$ cat src/hw/gfx_pkg.sv
package gfx_pkg;

    ////////////////////////////////////////////////////////////////////////////
    // Widths
    ////////////////////////////////////////////////////////////////////////////
    localparam int VADDR_W   = 13;
    localparam int VWORD_W   = 16;
    localparam int LB_IDX_W  = 9;
    localparam int PALETTE_W = 2;
    localparam int COLOR_W   = 4;

    ////////////////////////////////////////////////////////////////////////////
    // Types
    ////////////////////////////////////////////////////////////////////////////

    // Video RAM bus
    typedef logic [VADDR_W-1:0] vaddr_t;
    typedef logic [VWORD_W-1:0] vword_t;

    // Line buffer index, 512 entries per bank
    typedef logic [LB_IDX_W-1:0] lb_idx_t;

    // Palette in the upper bits, colour index below
    typedef logic [PALETTE_W-1:0] palette_t;
    typedef logic [PALETTE_W+COLOR_W-1:0] pixel_t;

    // One tile row of eight pixels, pixel 0 in the top nibble
    typedef logic [8*COLOR_W-1:0] pattern_t;

    ////////////////////////////////////////////////////////////////////////////
    // Line constants
    ////////////////////////////////////////////////////////////////////////////

    // First displayed video line
    localparam logic [7:0] FIRST_LINE = 8'd15;

    // 40 visible tiles plus one for fine scroll
    localparam int TILES_PER_LINE_DEF = 41;

endpackage

$ cat src/hw/gfx_pixel_shifter.sv
`timescale 1ns/1ps

module gfx_pixel_shifter (
    input  logic              clk,
    input  logic              reset,
    input  logic              load,
    input  gfx_pkg::lb_idx_t  tile_x,
    input  gfx_pkg::pattern_t pattern,
    input  logic              hflip,
    input  gfx_pkg::palette_t palette,
    output logic              busy,
    output logic              last_pixel,
    output logic              wr_en,
    output gfx_pkg::lb_idx_t  wr_idx,
    output gfx_pkg::pixel_t   wr_data
);

    import gfx_pkg::*;

    // Latched tile
    pattern_t pat_r;
    logic     hflip_r;
    palette_t pal_r;
    lb_idx_t  base_r;

    logic [2:0] cnt_r;
    logic       busy_r;

    logic [2:0] nib_sel;
    logic [3:0] color;

    ////////////////////////////////////////////////////////////////////////////
    // Pixel select
    ////////////////////////////////////////////////////////////////////////////

    // Pixel 0 sits in the top nibble, so the normal order counts down
    assign nib_sel = hflip_r ? cnt_r : ~cnt_r;
    assign color   = pat_r[{nib_sel, 2'b00} +: 4];

    assign busy       = busy_r;
    assign last_pixel = busy_r && (cnt_r == 3'd7);
    assign wr_en      = busy_r;
    assign wr_idx     = base_r + lb_idx_t'(cnt_r);
    assign wr_data    = {pal_r, color};

    ////////////////////////////////////////////////////////////////////////////
    // Control
    ////////////////////////////////////////////////////////////////////////////
    always_ff @(posedge clk) begin
        if (reset) begin
            busy_r <= 1'b0;
            cnt_r  <= '0;
        end else if (load) begin
            // Also taken on the last pixel, back to back tiles
            busy_r <= 1'b1;
            cnt_r  <= '0;
        end else if (busy_r) begin
            cnt_r <= cnt_r + 3'd1;
            if (cnt_r == 3'd7) begin
                busy_r <= 1'b0;
            end
        end
    end

    always_ff @(posedge clk) begin
        if (load) begin
            pat_r   <= pattern;
            hflip_r <= hflip;
            pal_r   <= palette;
            base_r  <= tile_x;
        end
    end

endmodule

$ cat config.mk
export PLATFORM = sky130hd
export DESIGN_NAME = gfx_pixel_shifter
export DESIGN_NICKNAME = d
export VERILOG_FILES = /design/src/hw/gfx_pkg.sv /design/src/hw/gfx_pixel_shifter.sv
export SDC_FILE = /design/constraint.sdc
export NUM_CORES = 1
export LEC_CHECK = 0
export BUFFER_PORTS_ARGS = -buffer_cell sky130_fd_sc_hd__buf_4
export CAP_MARGIN = 25
export CORE_MARGIN = 2
export CORE_UTILIZATION = 45
export CTS_CLUSTER_DIAMETER = 150
export CTS_CLUSTER_SIZE = 12
export DETAILED_ROUTE_END_ITERATION = 8
export PLACE_DENSITY = 0.8
export SETUP_SLACK_MARGIN = 0.3
export SYNTH_ARGS = -nofsm -noshare
export SYNTH_HDL_FRONTEND = slang
export SYNTH_SLANG_ARGS = --single-unit
$ cat constraint.sdc
create_clock -name clk -period 2.8 [get_ports clk]
set_input_delay 0.56 -clock clk [delete_from_list [all_inputs] [get_ports clk]]
set_output_delay 0.56 -clock clk [all_outputs]
set_load 0.01 [all_outputs]
==> impl_metrics.csv <==
group,metric,value,unit
drt,wire_per_inst,14.2,um
timing,fin_crit_sh,0.863,
pwr,p_leak,0.00115,uW
timing,tightestPinTransition,0.569,ns
pwr,pwr-share-clk,0.306,
drt,drtIter0Drc,67,
placed_design,place_hpwl,2950,um
run,maxCapViolCount,0,
timing,slew_headroom,0.621,
worst_setup_path,setup.worst_path.class,"flop to primary output",
clock_tree,htreeDepth,2,
clock_tree,postCtsHoldBufs,0,
clock_tree,cts_inserted_buffers,5,
drt,dr.pass1.iters,4,
cells_and_area,multi_input_area,754,um^2
placed_design,pre_cts_ws,0.373,ns
worst_setup_path,r2r_cells,4,
synth,synth_cell_types,29,
clock_tree,clk_pin_slew_worst_paths,0.08,ns
clock_tree,clk_path_buf_depth,2,
worst_hold_path,hold_path.class,"input port to flop",
synth,syn_avg_cell_area,13.6,um^2
worst_setup_path,start_kind,"flop",
grt,grt_util_all_layers,0.165,
timing,fin_skew,0.00351,ns
pwr,swShare,0.218,
pwr,pwr-share-seq,0.561,
timing,final.setup.tns,0,ns
timing,setup_slack,0.383,ns
floorplan,fp.dieH,73.8,um
floorplan,start_util,0.464,
timing,rsz0062_at_grt,"yes",
grt,grt_overflow,0,
placed_design,io_buffers,64,
worst_hold_path,min-delay-start,"tile_x[3]",
clock_tree,cts-root-buf,"clkbuf_8",
worst_setup_path,r2r-start,"cnt_r[1]$_SDFFE_PP0P_",
timing,final.min_clock_period,2.42,ns
cells_and_area,drive_gt1_frac,0.388,
clock_tree,cts_tree,"yes",
worst_setup_path,cp-end-kind,"primary output",
grt,grt_pass1_wl,6710,um
cells_and_area,fillCellCount,363,
cells_and_area,layout.cells.most_common,"buf_4",
floorplan,design.core.area,4720,um^2
grt,grt_max_degree,49,
outcome,status,"finished, final reports clean",
pwr,p_switching,341,uW
synth,synthCells,161,
clock_tree,clock_latency,0.30,ns
worst_setup_path,worstPathArrival,1.86,ns
timing,hold_violations,0,
drt,ant_nets,0,
drt,drc,0,
synth,syn-cell-area,2190,um^2
cells_and_area,fin_cells,299,
drt,vias_per_cell,5.41,
grt,grt_antenna_before_repair,0,
placed_design,gp_congestion,0.780,
pwr,p_per_area,540,nW/um^2
placed_design,dp_cells,285,
timing,setup_viol,0,
pwr,internal_power,1230,uW
worst_setup_path,crit_required,2.24,ns
drt,routed_wl,4230,um
worst_hold_path,holdPathStages,1,
worst_setup_path,worst_r2r_endpoint,"cnt_r[2]$_SDFFE_PP0P_",
pwr,pwr-share-comb,0.134,
timing,slew_violations,0,
synth,ys_seq_area_frac,0.639,
pwr,peakVddDrop,427,uV
timing,clock.fmax,414,MHz
cells_and_area,nNetsFinal,284,
worst_setup_path,critPathMaxFanout,2,
clock_tree,clkSinkCount,48,
worst_setup_path,reg2reg_setup_slack,1.62,ns
drt,vias,1617,
synth,synth_fp_nets,214,
floorplan,pin_count,65,
worst_hold_path,hold_end,"base_r[3]$_DFFE_PP_",
floorplan,num_rows,25,
floorplan,die_width,73.8,um
cells_and_area,area_delta_synth_final,32.4,%
floorplan,dieArea,5450,um^2
cells_and_area,final_cell_mix,"buf_4 (69), edfxtp_1 (44), a21oi_1 (17)",
synth,synth_seq_cells,48,
synth,yosys_warnings,0,
cells_and_area,seq_area,1410,um^2
timing,finalHoldWorstSlack,0.429,ns
grt,first_global_vias,1545,
cells_and_area,diodes,0,
per-stage QoR:
stage | total power, uW | area, um^2 | util
after detailed placement | 1090 | 2700 | 0.572
final | 1570 | 2900 | 0.614
after global placement | 1090 | 2700 | 0.572
after CTS | 1570 | 2820 | 0.597
after global routing | 1640 | 2900 | 0.614
after floorplan | 977 | 2190 | -
layout make-up:
cell class | count | share of cell area
Sequential cell | 48 | 0.486
Multi-Input combinational cell | 104 | 0.260
Timing Repair Buffer | 70 | 0.185
Tap cell | 67 | 0.0289
Clock buffer | 6 | 0.0250
Clock inverter | 2 | 0.0121
Inverter | 2 | 0.00259
flip-flops by register name, summed over array words and instances, names as in the netlist:
name     cells
pat_r       32
base_r       9
cnt_r        3
pal_r        2
busy         1
hflip_r      1
worst max path at each step:
stage,start,end,slack [ns],depth (start not counted)
global route,base_r[0]$_DFFE_PP_,wr_idx[8],0.26,7
detailed placement,cnt_r[0]$_SDFFE_PP0P_,wr_idx[8],0.37,7
floorplan,base_r[0]$_DFFE_PP_,wr_idx[8],0.77,6
finish,base_r[0]$_DFFE_PP_,wr_idx[8],0.38,7
CTS,cnt_r[0]$_SDFFE_PP0P_,wr_idx[8],0.20,7
global placement,cnt_r[0]$_SDFFE_PP0P_,wr_idx[8],0.45,7
critical path: stages, from the launching register on:
cell and delay, ns:
edfxtp_1 0.38, ha_2 0.21, fa_2 0.36, a21oi_2 0.16, nor2_1 0.08, nand3_1 0.10, xnor2_1 0.13, buf_4 0.15
per-layer routing:
layer  wire, um  global-route usage
met5          0                   0
met4        125              0.0889
met3        269              0.0412
met2       2060               0.267
met1       1780               0.202
kinds of logic after synthesis:
logic type,count (synthesis),synth area share
adder cells (fa/ha/maj),6,0.0377
XOR/XNOR,8,0.0320
buffers and inverters,9,0.0280
multiplexers,2,0.00913
AO/OA/AOI/OAI,56,0.183
AND/OR/NAND/NOR,32,0.0714
flip-flops,48,0.639
power groups by stage:
stage	logic, uW	registers [uW]	clock network, uW
final	209	879	480
after global routing	230	885	520
after CTS	199	880	495
after detailed placement	198	897	0
after global placement	195	894	0
after floorplan	91.3	885	0
synth_stat cells:
library cell  number  area share
nand3_1            2      0.0046
nor3b_1            1      0.0034
o22a_1             4       0.016
fa_1               1      0.0091
nand2b_1           2      0.0057
dfxtp_1            4       0.037
inv_1              2      0.0034
a21o_1             1      0.0034
a21oi_1           19       0.043
a221oi_2           2       0.014
and2b_1            1      0.0034
a221oi_1          14       0.056
edfxtp_1          44        0.60
buf_6              2       0.010
xor2_1             5       0.020
nand2_1            2      0.0034
mux2i_1            2      0.0091
o22ai_1            8       0.023
nor2b_1            3      0.0086
or2_2              1      0.0029
clkbuf_1           1      0.0017
ha_1               5       0.029
nor2_1            14       0.024
a22oi_1            8       0.027
buf_2              1      0.0023
and2_1             3      0.0086
nor3_1             3      0.0068
xnor2_1            3       0.012
buf_4              3       0.010
repair_timing:
action / CTS / global route
gates cloned: 0 / 0
setup endpoints to repair: 9 / 9
setup buffers: 0 / 6
gates resized for setup: 6 / 8
pin swaps: 0 / 1
Note: power is estimated with default switching activity, not from simulation.
