===== src/hw/gfx_pkg.sv =====
package gfx_pkg;

    ////////////////////////////////////////////////////////////////////////////
    // Widths
    ////////////////////////////////////////////////////////////////////////////
    localparam int VADDR_W   = 13;
    localparam int VWORD_W   = 16;
    localparam int LB_IDX_W  = 9;
    localparam int PALETTE_W = 2;
    localparam int COLOR_W   = 4;

    ////////////////////////////////////////////////////////////////////////////
    // Types
    ////////////////////////////////////////////////////////////////////////////

    // Video RAM bus
    typedef logic [VADDR_W-1:0] vaddr_t;
    typedef logic [VWORD_W-1:0] vword_t;

    // Line buffer index, 512 entries per bank
    typedef logic [LB_IDX_W-1:0] lb_idx_t;

    // Palette in the upper bits, colour index below
    typedef logic [PALETTE_W-1:0] palette_t;
    typedef logic [PALETTE_W+COLOR_W-1:0] pixel_t;

    // One tile row of eight pixels, pixel 0 in the top nibble
    typedef logic [8*COLOR_W-1:0] pattern_t;

    ////////////////////////////////////////////////////////////////////////////
    // Line constants
    ////////////////////////////////////////////////////////////////////////////

    // First displayed video line
    localparam logic [7:0] FIRST_LINE = 8'd15;

    // 40 visible tiles plus one for fine scroll
    localparam int TILES_PER_LINE_DEF = 41;

endpackage


===== src/hw/gfx_fetch_fsm.sv =====
`timescale 1ns/1ps

module gfx_fetch_fsm (
    input  logic              clk,
    input  logic              reset,
    input  logic              start,
    input  logic [7:0]        vline,
    input  logic [7:0]        scry,
    input  gfx_pkg::vword_t   vdata,
    input  logic [5:0]        col,
    input  logic              last_tile,
    input  logic              shifter_busy,
    input  logic              shifter_last,
    output gfx_pkg::vaddr_t   vaddr,
    output logic              map_fetch,
    output logic              tile_issue,
    output gfx_pkg::pattern_t pattern,
    output logic              hflip,
    output gfx_pkg::palette_t palette,
    output logic              line_done
);

    import gfx_pkg::*;

    typedef enum logic [2:0] {IDLE, MAP, PAT1, PAT2, DONE} state_t;

    state_t      state_r;
    state_t      state_next;
    vword_t      entry_r;
    logic [15:0] pat_hi_r;

    logic [7:0]  disp_line;
    logic [7:0]  tline;
    vword_t      entry;
    logic [8:0]  tile_idx;
    logic        tile_vflip;
    logic [2:0]  pat_row;
    vaddr_t      map_addr;
    vaddr_t      pat_addr;
    logic        can_issue;

    ////////////////////////////////////////////////////////////////////////////
    // Address generation
    ////////////////////////////////////////////////////////////////////////////
    assign disp_line = vline - FIRST_LINE;
    assign tline     = disp_line + scry;

    // Map word arrives on vdata during MAP, later from the register
    assign entry      = (state_r == MAP) ? vdata : entry_r;
    assign tile_idx   = entry[8:0];
    assign tile_vflip = entry[10];
    assign pat_row    = tile_vflip ? ~tline[2:0] : tline[2:0];

    assign map_addr = {2'b00, tline[7:3], col};
    // Even word requested from MAP, odd word from PAT1 and PAT2
    assign pat_addr = {tile_idx, pat_row, state_r != MAP};

    // Hand over when the shifter is free or finishing
    assign can_issue = !shifter_busy || shifter_last;

    ////////////////////////////////////////////////////////////////////////////
    // State machine
    ////////////////////////////////////////////////////////////////////////////
    always_comb begin
        state_next = state_r;
        if (start) begin
            state_next = MAP;
        end else begin
            case (state_r)
                MAP:  state_next = PAT1;
                PAT1: state_next = PAT2;
                PAT2: begin
                    if (can_issue) begin
                        state_next = last_tile ? DONE : MAP;
                    end
                end
                default: state_next = state_r;
            endcase
        end
    end

    always_comb begin
        if (start) begin
            vaddr = map_addr;
        end else if (state_r == MAP || state_r == PAT1) begin
            vaddr = pat_addr;
        end else if (state_r == PAT2 && !can_issue) begin
            // Keep the odd word on vdata while stalled
            vaddr = pat_addr;
        end else begin
            vaddr = map_addr;
        end
    end

    always_ff @(posedge clk) begin
        if (reset) begin
            state_r <= IDLE;
        end else begin
            state_r <= state_next;
        end
    end

    always_ff @(posedge clk) begin
        if (state_r == MAP) begin
            entry_r <= vdata;
        end
        if (state_r == PAT1) begin
            pat_hi_r <= {vdata[7:0], vdata[15:8]};
        end
    end

    ////////////////////////////////////////////////////////////////////////////
    // Outputs
    ////////////////////////////////////////////////////////////////////////////
    assign map_fetch  = !start && (state_r == MAP);
    assign tile_issue = !start && (state_r == PAT2) && can_issue;
    assign pattern    = {pat_hi_r, vdata[7:0], vdata[15:8]};
    assign hflip      = entry_r[9];
    assign palette    = entry_r[13:12];
    assign line_done  = (state_r == DONE) && !shifter_busy;

endmodule


===== config.mk =====
export PLATFORM = sky130hd
export DESIGN_NAME = gfx_fetch_fsm
export DESIGN_NICKNAME = d
export VERILOG_FILES = /design/src/hw/gfx_pkg.sv /design/src/hw/gfx_fetch_fsm.sv
export SDC_FILE = /design/constraint.sdc
export NUM_CORES = 1
export LEC_CHECK = 0
export BUFFER_PORTS_ARGS = -buffer_cell sky130_fd_sc_hd__buf_2
export CAP_MARGIN = 15
export CORE_MARGIN = 5
export CORE_UTILIZATION = 45
export CTS_CLUSTER_DIAMETER = 50
export DETAILED_ROUTE_END_ITERATION = 12
export GPL_TIMING_DRIVEN = 0
export HOLD_SLACK_MARGIN = 0.05
export PLACE_DENSITY = 0.8
export SLEW_MARGIN = 20
export SYNTH_ARGS = -nofsm -noshare
export SYNTH_HDL_FRONTEND = slang
export SYNTH_SLANG_ARGS = --single-unit

===== constraint.sdc =====
create_clock -name clk -period 4.7 [get_ports clk]
set_input_delay 1.41 -clock clk [delete_from_list [all_inputs] [get_ports clk]]
set_output_delay 1.41 -clock clk [all_outputs]
set_load 0.02 [all_outputs]

==> reports/qor.yml <==
outcome:
  run_status: "complete, no violations"
worst_setup_path:
  reg2reg_depth: 3
  critPathMaxStageDelay_ps: 350
  cp_slowest_cell: "fa_2"
  worstSetupPathType: "input port to output port"
  r2r-start: "state_r[1]"
  reg2reg_to: "pat_hi_r[13]"
  path_delay_family: "adder cells"
  crit_top_cell: "ha_4"
  required_ps: 3290
  crit_path_end_kind: "output port"
  crit_chain: "buf_2 -> ha_4 -> ha_4 -> fa_2 -> a21o_1 -> a221oi_2 -> xnor2_1 -> a21oi_1 -> buf_4"
  worstPathArrival_ps: 3150
  r2r_setup_slack_ps: 3000
  crit_path_start_kind: "input port"
  path_max_fanout: 2
  path_buf_inv: 2
worst_hold_path:
  min_to: "entry_r[0]"
  min_from: "entry_r[0]"
  hold_depth: 1
  hold_class: "flip-flop to flip-flop"
job:
  maxCapViolCount: 0
synth:
  synth-adder-area-share: 0.101
  synth_warnings: 0
  synthCells: 155
  synth.area.mux_share: 0.119
  ys_ff_latch: 32
  synth_top_family_by_area: "buffers and inverters"
  synth_xor_area_frac: 0.0438
  synth_edf_count: 19
  async_reset_ff_frac: 0
  yosys.area_share.simple: 0.0521
  synthDistinctLibCells: 30
  synth_compound_area_frac: 0.0938
  syn_area_per_cell_um2: 11.6
  syn_area_um2: 1800
  ys.flop_type: "edfxtp_1"
  ys_seq_area_frac: 0.461
  syn_nets: 213
cells_and_area:
  fin_util: 0.625
  area_growth_syn_to_layout_pct: 36.8
  final_common_cell: "buf_2"
  nFillCells: 336
  layout_common_cells: "buf_2 (93), buf_4 (21), edfxtp_1 (19), inv_1 (17), mux2_2 (17)"
  drive_gt1_frac: 0.566
  seq_area_um2: 831
  multi_input_area_um2: 778
  nNetsFinal: 315
  diodes: 0
pwr:
  peakVddDrop_mv: 0.154
  p_sw_frac: 0.289
  p_leak_nw: 1.24
  intPower_mw: 0.533
  power_density_nw_per_um2: 304
  combPwrFrac: 0.315
  p_seq_frac: 0.434
  clkPwrFrac: 0.251
  switchingPower_mw: 0.217
  power.total_mw: 0.750
place:
  portBuffers: 94
  detailed_place_hpwl_um: 3180
  place_congestion: 0.813
  detailedPlace.worstSlack_ps: -84.4
route:
  antenna_violating_nets_post_route: 0
  viasPerCell: 4.69
  vias: 1444
  drtIter0Drc: 26
  drcViolationCount: 0
  wl_um: 3810
  first_pass_iters: 6
  wl_per_cell_um: 12.4
sta:
  slew_headroom: 0.482
  drv_slew: 0
  rsz0062_at_grt: "false"
  finClkSkew_ps: 5.86
  fin_crit_sh: 0.970
  final.setup.tns_ps: 0
  tightest_slew_ps: 776
  post-route-min-period_ps: 4560
  setup_slack_ps: 140
  finalSetupViolCount: 0
  hold_violations: 0
  fmax_mhz: 219
clocking:
  cts_root_buf: "clkbuf_8"
  clk_pin_slew_ps: 60
  cts_hold_buf: 0
  cts_sinks: 32
  cts_tree: "yes"
  cts_buffers: 5
  htree_levels: 2
  clock_latency_ps: 280
  clock_path_buffers: 2
global_route:
  grt_usage: 0.142
  grt_max_degree: 17
  grt.overflow.total: 0
  grt_pass1_vias: 1388
  antenna_found_initial: 0
  grt_pass1_wl_um: 5880
floorplanning:
  start_util: 0.457
  coreArea_um2: 3940
  die_x_um: 73.3
  die_height_um: 73.3
  io_pins: 95
  rows: 23
  die_area_um2: 5370
-- layer usage --
metal,part of all wire,vias up,global-route usage
li1,-,734,-
met1,0.38,650,0.157
met2,0.51,56,0.251
met3,0.092,4,0.0260
met4,0.017,0,0.0799
met5,0,-,0
-- layout make-up --
class                      instances  share of cell area
buffer                            21              0.0670
timing repair buffer              95               0.195
inverter                          18              0.0274
clock inverter                     2             0.00305
clock buffer                       6              0.0294
sequential                        32               0.337
multi-input combinational         84               0.316
tap                               50              0.0254
-- logic make-up (layout without fill, tap and decap cells) --
group           after synthesis  in the layout
buf+inv                      39            142
flops                        32             32
compound gates               25             25
mux                          18             18
simple gates                 18             18
fa+ha+maj                    14             14
xor+xnor                      9              9
-- cell usage after synthesis, types with 2 or more instances --
library cell | n | area share
xor2_1 | 3 | 0.015
xnor2_1 | 6 | 0.029
mux2_2 | 17 | 0.11
buf_6 | 2 | 0.012
o21ai_0 | 3 | 0.0083
nor3_1 | 4 | 0.011
o211a_1 | 2 | 0.011
and3_1 | 4 | 0.014
buf_4 | 19 | 0.079
dfxtp_1 | 13 | 0.14
nor2_1 | 5 | 0.010
nand2_1 | 2 | 0.0042
a21o_1 | 5 | 0.021
ha_1 | 13 | 0.090
a21oi_1 | 8 | 0.022
edfxtp_1 | 19 | 0.32
inv_1 | 17 | 0.035
-- worst max path at each step --
stage	startpoint	to	slack (ps)	cells past startpoint
CTS	vline[1]	vaddr[8]	30	9
global placement	vline[1]	vaddr[10]	-40	9
finish	vline[1]	vaddr[10]	140	9
floorplan	vline[1]	vaddr[10]	60	7
global route	scry[0]	vaddr[10]	50	11
detailed placement	vline[1]	vaddr[10]	-80	9
-- stage by stage --
| stage | area [um2] | hold slack, ps | std cells |
|---|---|---|---|
| 2_1_floorplan | 1800 | 445 | 155 |
| 3_3_place_gp | 2330 | 451 | 299 |
| 3_5_place_dp | 2340 | 467 | 299 |
| 4_1_cts | 2430 | 482 | 307 |
| 5_1_grt | 2460 | 497 | 308 |
| 6_report | 2460 | 478 | 308 |
-- power by group through the flow --
| stage | Clock, mW | Combinational (mW) | Sequential (mW) |
|---|---|---|---|
| floorplan | 0 | 0.155 | 0.334 |
| global placement | 0 | 0.224 | 0.330 |
| detailed placement | 0 | 0.229 | 0.332 |
| CTS | 0.192 | 0.235 | 0.326 |
| global route | 0.202 | 0.260 | 0.327 |
| finish | 0.188 | 0.236 | 0.325 |
-- registers in the layout, indices dropped and copies added (netlist names) --
signal / cells
pat_hi_r: 16
entry_r: 13
state_r: 3
-- repair_timing --
action	CTS	global route
buffers inserted	0	1
resized for setup	3	4
pin swaps	0	6
endpoints found under the setup margin	2	2
gates cloned	0	0
Note: power is estimated with default switching activity, not from simulation.
