File: src/hw/gfx_pkg.sv
package gfx_pkg;

    ////////////////////////////////////////////////////////////////////////////
    // Widths
    ////////////////////////////////////////////////////////////////////////////
    localparam int VADDR_W   = 13;
    localparam int VWORD_W   = 16;
    localparam int LB_IDX_W  = 9;
    localparam int PALETTE_W = 2;
    localparam int COLOR_W   = 4;

    ////////////////////////////////////////////////////////////////////////////
    // Types
    ////////////////////////////////////////////////////////////////////////////

    // Video RAM bus
    typedef logic [VADDR_W-1:0] vaddr_t;
    typedef logic [VWORD_W-1:0] vword_t;

    // Line buffer index, 512 entries per bank
    typedef logic [LB_IDX_W-1:0] lb_idx_t;

    // Palette in the upper bits, colour index below
    typedef logic [PALETTE_W-1:0] palette_t;
    typedef logic [PALETTE_W+COLOR_W-1:0] pixel_t;

    // One tile row of eight pixels, pixel 0 in the top nibble
    typedef logic [8*COLOR_W-1:0] pattern_t;

    ////////////////////////////////////////////////////////////////////////////
    // Line constants
    ////////////////////////////////////////////////////////////////////////////

    // First displayed video line
    localparam logic [7:0] FIRST_LINE = 8'd15;

    // 40 visible tiles plus one for fine scroll
    localparam int TILES_PER_LINE_DEF = 41;

endpackage

File: src/hw/gfx_col_counter.sv
`timescale 1ns/1ps

module gfx_col_counter #(
    parameter int TILES_PER_LINE = gfx_pkg::TILES_PER_LINE_DEF
) (
    input  logic             clk,
    input  logic             reset,
    input  logic             start,
    input  logic [8:0]       scrx,
    input  logic             map_fetch,
    input  logic             tile_issue,
    output logic [5:0]       col,
    output logic             last_tile,
    output gfx_pkg::lb_idx_t tile_x
);

    import gfx_pkg::*;

    localparam int CNT_W = $clog2(TILES_PER_LINE + 1);

    logic [5:0]       col_r;
    logic [CNT_W-1:0] tile_cnt_r;

    // Coarse scroll visible in the start cycle so the first map read is right
    assign col       = start ? scrx[8:3] : col_r;
    assign last_tile = (tile_cnt_r == CNT_W'(TILES_PER_LINE));

    always_ff @(posedge clk) begin
        if (reset) begin
            col_r      <= '0;
            tile_cnt_r <= '0;
            tile_x     <= '0;
        end else if (start) begin
            col_r      <= scrx[8:3];
            tile_cnt_r <= '0;
            // Fine scroll as a negative start position, wraps mod 512
            tile_x     <= lb_idx_t'(0) - lb_idx_t'(scrx[2:0]);
        end else begin
            if (map_fetch) begin
                // Map column wraps at 64
                col_r      <= col_r + 6'd1;
                tile_cnt_r <= tile_cnt_r + CNT_W'(1);
            end
            if (tile_issue) begin
                tile_x <= tile_x + lb_idx_t'(8);
            end
        end
    end

endmodule

File: config.mk
export PLATFORM = sky130hd
export DESIGN_NAME = gfx_col_counter
export DESIGN_NICKNAME = d
export VERILOG_FILES = /design/src/hw/gfx_pkg.sv /design/src/hw/gfx_col_counter.sv
export SDC_FILE = /design/constraint.sdc
export NUM_CORES = 1
export LEC_CHECK = 0
export BUFFER_PORTS_ARGS = -buffer_cell sky130_fd_sc_hd__buf_2
export CAP_MARGIN = 20
export CORE_MARGIN = 2
export CORE_UTILIZATION = 54
export DETAILED_ROUTE_END_ITERATION = 8
export PLACE_DENSITY = 0.79
export SYNTH_ARGS = -nofsm -noshare
export SYNTH_HDL_FRONTEND = slang
export SYNTH_SLANG_ARGS = --single-unit
File: constraint.sdc
create_clock -name clk -period 2.1 [get_ports clk]
set_input_delay 0.21 -clock clk [delete_from_list [all_inputs] [get_ports clk]]
set_output_delay 0.21 -clock clk [all_outputs]
set_load 0.005 [all_outputs]
==> metrics.md, run 1 <==
| Metric | Value |
|---|---|
| Post-synthesis cell type count | 33 |
| Synth async-reset ratio | 0% |
| DR vias/cell | 5.37 |
| Slew headroom | 64.1% |
| Clock Latency Late Sink | 0.30 ns |
| Final HPWL DP | 1580 µm |
| Initial DRC count | 39 |
| CTS Sinks | 21 |
| # resized after CTS | 0 |
| Die width | 49.1 µm |
| Crit path time final | 1.43 ns |
| CTS root buf | clkbuf_4 |
| Initial core utilization | 56.6% |
| DR pass1 iterations | 4 |
| Overall Power | 769 µW |
| Power share of the sequential group | 58.4% |
| Clock slew at reported path FFs | 0.11 ns |
| YS warnings | 0 |
| Cell Pwr Density | 606 nW/µm² |
| CTS H-tree depth | 1 |
| Congestion Overflow GR | 0 |
| Core area | 1940 µm² |
| Clock power frac | 24.6% |
| First-pass GRT wire length | 3730 µm |
| Switching part of the total | 27.1% |
| Max-slew violation count | 0 |
| Core Rows | 16 |
| Worst hold-check path type | in2reg |
| Clock skew | 0.00487 ns |
| CTS tree | built |
| RSZ-0062 raised after global routing | false |
| Final critical-path share of the clock period | 68.3% |
| Placer Congestion | 0.748 |
| Max Cap Viol | 0 |
| # nets final | 168 |
| Height of the die | 49.1 µm |
| Die Area | 2410 µm² |
| Min Hold Slack | 0.166 ns |
| Critical hold path startpoint | scrx[3] |
| Worst Tran Pin Value | 0.534 ns |
| Synth Flop Type | dfxtp_1 |
| Cells after Synth | 122 |
| Post-CTS Hold Fix Bufs | 0 |
| Int Power | 561 µW |
| Number of synthesized flops with an enable pin | 0 |
| CP arrival | 1.22 ns |
| Hold Fails Final Rpt | 0 |
| CP max FO | 4 |
| CP peak stage delay | 0.44 ns |
| Vias | 939 |
| I/O Buffers | 29 |
| Syn nets | 141 |
| Run status | finished clean |
| Routed WL per cell | 12.2 µm |
| Crit path from | tile_cnt_r[0] |
| Detail Route Antenna Nets | 0 |
| Final setup TNS | 0 ns |
| Sequential share of the synthesized area | 38.3% |
| WS Path Type | reg2out |
| Clock Path Buffers | 2 |
| Vias in the first global route | 862 |
| CTS Buf Count | 3 |
| Worst vdd ir | 405 µV |
| All-Layer GR Usage | 19.2% |
| Crit-path cells | ha_1, nor3b_1, buf_2 |
| # diodes | 0 |
| Crit-path slowest cell | dfxtp_1 |
| Largest net degree at the start of global routing | 18 |
| RR Startpoint | col_r[0] |
| Worst setup SP type | register |
| Initial antenna violation count | 0 |
| Worst Path Required | 1.89 ns |
| Fmax | 698 MHz |
| IO Count | 30 |
| Final setup fails | 0 |
| Comb power frac | 17.0% |
| # DRC | 0 |
| P_leak | 0.000559 µW |
| Crit. End Element | output port |
| Flops & latches, synth | 21 |
| Mean Syn Cell Area | 9.00 µm² |
| Ratio of cells with drive above 1 in the final layout | 27.7% |
| Post-Route WL | 2130 µm |
| Area delta synth->final | 15.6% |
| Sw Pwr | 208 µW |
| Post-Syn Area | 1100 µm² |
| Post-CTS Setup Bufs | 0 |
[synth_stat cells, types with 2 or more instances]
library cell / n / area [µm²]
a211oi_1: 4 / 30.0
a21oi_1: 7 / 35.0
a31oi_1: 2 / 12.5
buf_2: 3 / 15.0
clkbuf_1: 3 / 11.3
dfxtp_1: 21 / 420
ha_1: 5 / 62.6
inv_1: 5 / 18.8
mux2_2: 5 / 56.3
mux2i_1: 4 / 40.0
nand2_1: 9 / 33.8
nand3_1: 2 / 10.0
nand4_1: 3 / 18.8
nand4_2: 2 / 25.0
nor2_1: 12 / 45.0
nor3_1: 2 / 10.0
o21ai_0: 6 / 30.0
or3_1: 3 / 18.8
xnor2_1: 2 / 17.5
xor2_1: 9 / 78.8
[layout by cell type (no fill, tap or decap), types with 2 or more instances in the layout]
cell      count
mux2i_1       4
ha_1          5
buf_2        29
or3_1         3
nor3_1        2
nand2_1       9
a211oi_1      4
nand4_1       3
nor2_1       12
mux2_2        5
nand4_2       2
clkbuf_4      3
a31oi_1       2
xor2_1        9
inv_1         5
a21oi_1       7
o21ai_0       6
dfxtp_1      21
nand3_1       2
xnor2_1       2
[per-stage QoR]
step	instance area, µm²	cells	util (%)	setup WS, ns
3_5_place_dp	1240	171	64.0	0.816
3_3_place_gp	1240	171	64.0	0.856
6_report	1270	175	65.4	0.667
2_1_floorplan	1100	122	-	0.930
5_1_grt	1270	175	65.4	0.564
4_1_cts	1270	175	65.4	0.662
[layout make-up]
class,instances,area (µm²)
clock buffers,4,26.3
well taps,27,33.8
fillers,178,672
repair buffers,29,145
flip-flops and latches,21,420
multi-input cells,88,622
inverters,6,22.5
[worst paths after layout]
kind | to | slack, ns | cells past startpoint
worst min-delay path | col_r[0] | 0.17 | 3
worst max register to register | col_r[5] | 0.82 | 3
worst max-delay path | last_tile | 0.67 | 3
worst min register to register | tile_cnt_r[5] | 0.50 | 2
[routing by layer]
layer  wire length [µm]  track usage, %  vias up
li1                   -               -      479
met2               1050            33.1       28
met5                  0               0        -
met4                 16            4.29        0
met3                100            2.76        3
met1                964            25.1      429
[registers in the layout (all words and copies together) (netlist names)]
register / cells
tile_x: 9
col_r: 6
tile_cnt_r: 6
[kinds of logic (layout without fill, tap and decap cells)]
| kind of cell | Yosys count | count (layout) | synth area share, % |
|---|---|---|---|
| adder cells (fa/ha/maj) | 5 | 5 | 5.69 |
| XOR/XNOR | 11 | 11 | 8.77 |
| AND/OR/NAND/NOR | 39 | 39 | 19.9 |
| buffers and inverters | 13 | 39 | 5.12 |
| AO/OA/AOI/OAI | 24 | 24 | 13.4 |
| flip-flops | 21 | 21 | 38.3 |
| multiplexers | 9 | 9 | 8.77 |
[critical path, delay by kind of cell (launching register included)]
kind / cells / cell delay, ns
buf+inv: 1 / 0.14
simple gates: 1 / 0.17
flops: 1 / 0.44
fa+ha+maj: 1 / 0.18
[power groups by stage]
stage	combinational, µW	clock, µW	sequential [µW]
after floorplan	82.8	0	456
after global placement	126	0	457
after detailed placement	130	0	459
after CTS	131	193	450
after global routing	148	207	454
final	131	189	450
No activity file was read; power rests on OpenSTA's default activity.
==> inputs of run 2 (changes only) <==
Settings changed: CORE_UTILIZATION 54 to 46, PLACE_DENSITY 0.79 to 0.71.
Clock period 2.1 ns to 1.23 ns, I/O delays scaled along.
==> metrics.md, run 2 (synthesized netlist as in run 1, its figures left out) <==
| Metric | Value |
|---|---|
| Run status | finished with violations |
| Failing checks | setup timing |
| Cell Pwr Density | 964 nW/µm² |
| Final critical-path share of the clock period | 101% |
| Crit path time final | 1.25 ns |
| Commonest non-fill, non-tap cell in the layout | buf_2 |
| Worst setup SP type | register |
| Slew headroom | 61.1% |
| Finished Layout Cells | 190 |
| Post-Route WL | 2410 µm |
| IO Count | 30 |
| Overall Power | 1400 µW |
| All-Layer GR Usage | 19.4% |
| Final setup TNS | -0.0219 ns |
| # fillers | 181 |
| Final HPWL DP | 1710 µm |
| CP arrival | 1.12 ns |
| CTS tree | built |
| Vias | 994 |
| Most frequent cells in the layout | buf_2 (29), nor2_1 (12), buf_4 (11) |
| Largest net degree at the start of global routing | 17 |
| Number of flip-flops in the largest register | 9 |
| DR vias/cell | 5.23 |
| Crit. End Element | output port |
| CTS Buf Count | 3 |
| Fmax | 802 MHz |
| Crit-path slowest cell | dfxtp_2 |
| Largest Register | tile_x |
| Crit-path cells | buf_6, mux2_2, buf_2 |
| Worst vdd ir | 650 µV |
| Register area | 443 µm² |
| Core Rows | 17 |
| Clock Latency Late Sink | 0.31 ns |
| Worst Path Required | 1.11 ns |
| Worst Tran Pin Value | 0.579 ns |
| Largest registers | tile_x: 9 flops, col_r: 6 flops, tile_cnt_r: 6 flops |
| CP max FO | 2 |
| DR pass1 iterations | 4 |
| Initial DRC count | 6 |
| Clock slew at reported path FFs | 0.12 ns |
| Initial core utilization | 49.2% |
| Detail Route Antenna Nets | 0 |
| Max-slew violation count | 0 |
| Die Area | 2800 µm² |
| Placer Congestion | 0.762 |
| CTS root buf | clkbuf_4 |
| Area delta synth->final | 31.8% |
| Fin util | 64.8% |
| RSZ-0062 raised after global routing | true |
| Height of the die | 52.9 µm |
| # diodes | 0 |
| Initial antenna violation count | 0 |
| I/O Buffers | 29 |
| P_leak | 0.000642 µW |
| CP peak stage delay | 0.35 ns |
| Core area | 2230 µm² |
| Clock skew | 0.00193 ns |
| Die width | 52.9 µm |
| Worst hold-check path type | in2reg |
| Clock Path Buffers | 2 |
| Ratio of cells with drive above 1 in the final layout | 45.1% |
| Hold Fails Final Rpt | 0 |
| # DRC | 0 |
| Max Cap Viol | 0 |
| Cells after DPL | 179 |
| Worst Setup Slack post-DPL | 0.0236 ns |
| Congestion Overflow GR | 0 |
| CTS H-tree depth | 1 |
| CTS Sinks | 21 |
| Setup ws final | -0.0170 ns |
| First-pass GRT wire length | 3970 µm |
| Multi-input logic area | 649 µm² |
| # nets final | 182 |
| Routed WL per cell | 12.7 µm |
| WS Path Type | reg2out |
| Vias in the first global route | 957 |
| Final setup fails | 2 |
[run 2: cell count changes in the layout (fill, tap and decap cells not counted), sizes merged]
cell,change
clkbuf,-1
buf,+14
clkinv,+1
[run 2: power breakdown]
group	switching (µW)	leakage (µW)	internal, µW
sequential	36.7	0.000179	722
combinational	137	0.000445	153
clock	225	0.0000177	121
[run 2: final timing paths]
path / end / cells after the start / startpoint / slack (ns)
setup / recovery: col[2] / 3 / col_r[2] / -0.02
hold / removal: col_r[1] / 3 / scrx[4] / 0.05
setup reg to reg: col_r[5] / 4 / col_r[2] / 0.01
hold reg to reg: tile_cnt_r[5] / 2 / tile_cnt_r[5] / 0.51
[run 2: critical path: cells and delay by family (launching register included)]
family / cells / cell delay (ns)
DFF: 1 / 0.35
buffers and inverters: 2 / 0.22
muxes: 1 / 0.24
[run 2: per-stage QoR]
step                      hold slack (ns)  instance area [µm²]
after floorplan                     0.254                 1100
after detailed placement            0.397                 1300
after CTS                          0.0447                 1410
after global routing               0.0541                 1450
after global placement              0.392                 1300
final                              0.0518                 1450
[run 2: timing repair]
action                     CTS  global route
hold buffers                 0             0
cloned                       0             0
setup buffers                6             1
gates resized for setup     14            10
setup endpoints to repair    5             9
pin swaps                    2             3
[run 2: final cells by class]
cell class                      instances  area share [%]
Timing Repair Buffer                   43            18.7
Clock inverter                          1           0.346
Sequential cell                        21            30.6
Tap cell                               28            2.42
Multi-Input combinational cell         88            44.9
Inverter                                6            1.56
Clock buffer                            3            1.56
[run 2: per-layer routing]
layer	track usage, %	vias up	share of wire [%]
met2	31.9	19	50
met1	24.5	460	45
met5	0	-	0
li1	-	509	-
met4	10.3	0	2.2
met3	2.82	6	3.0
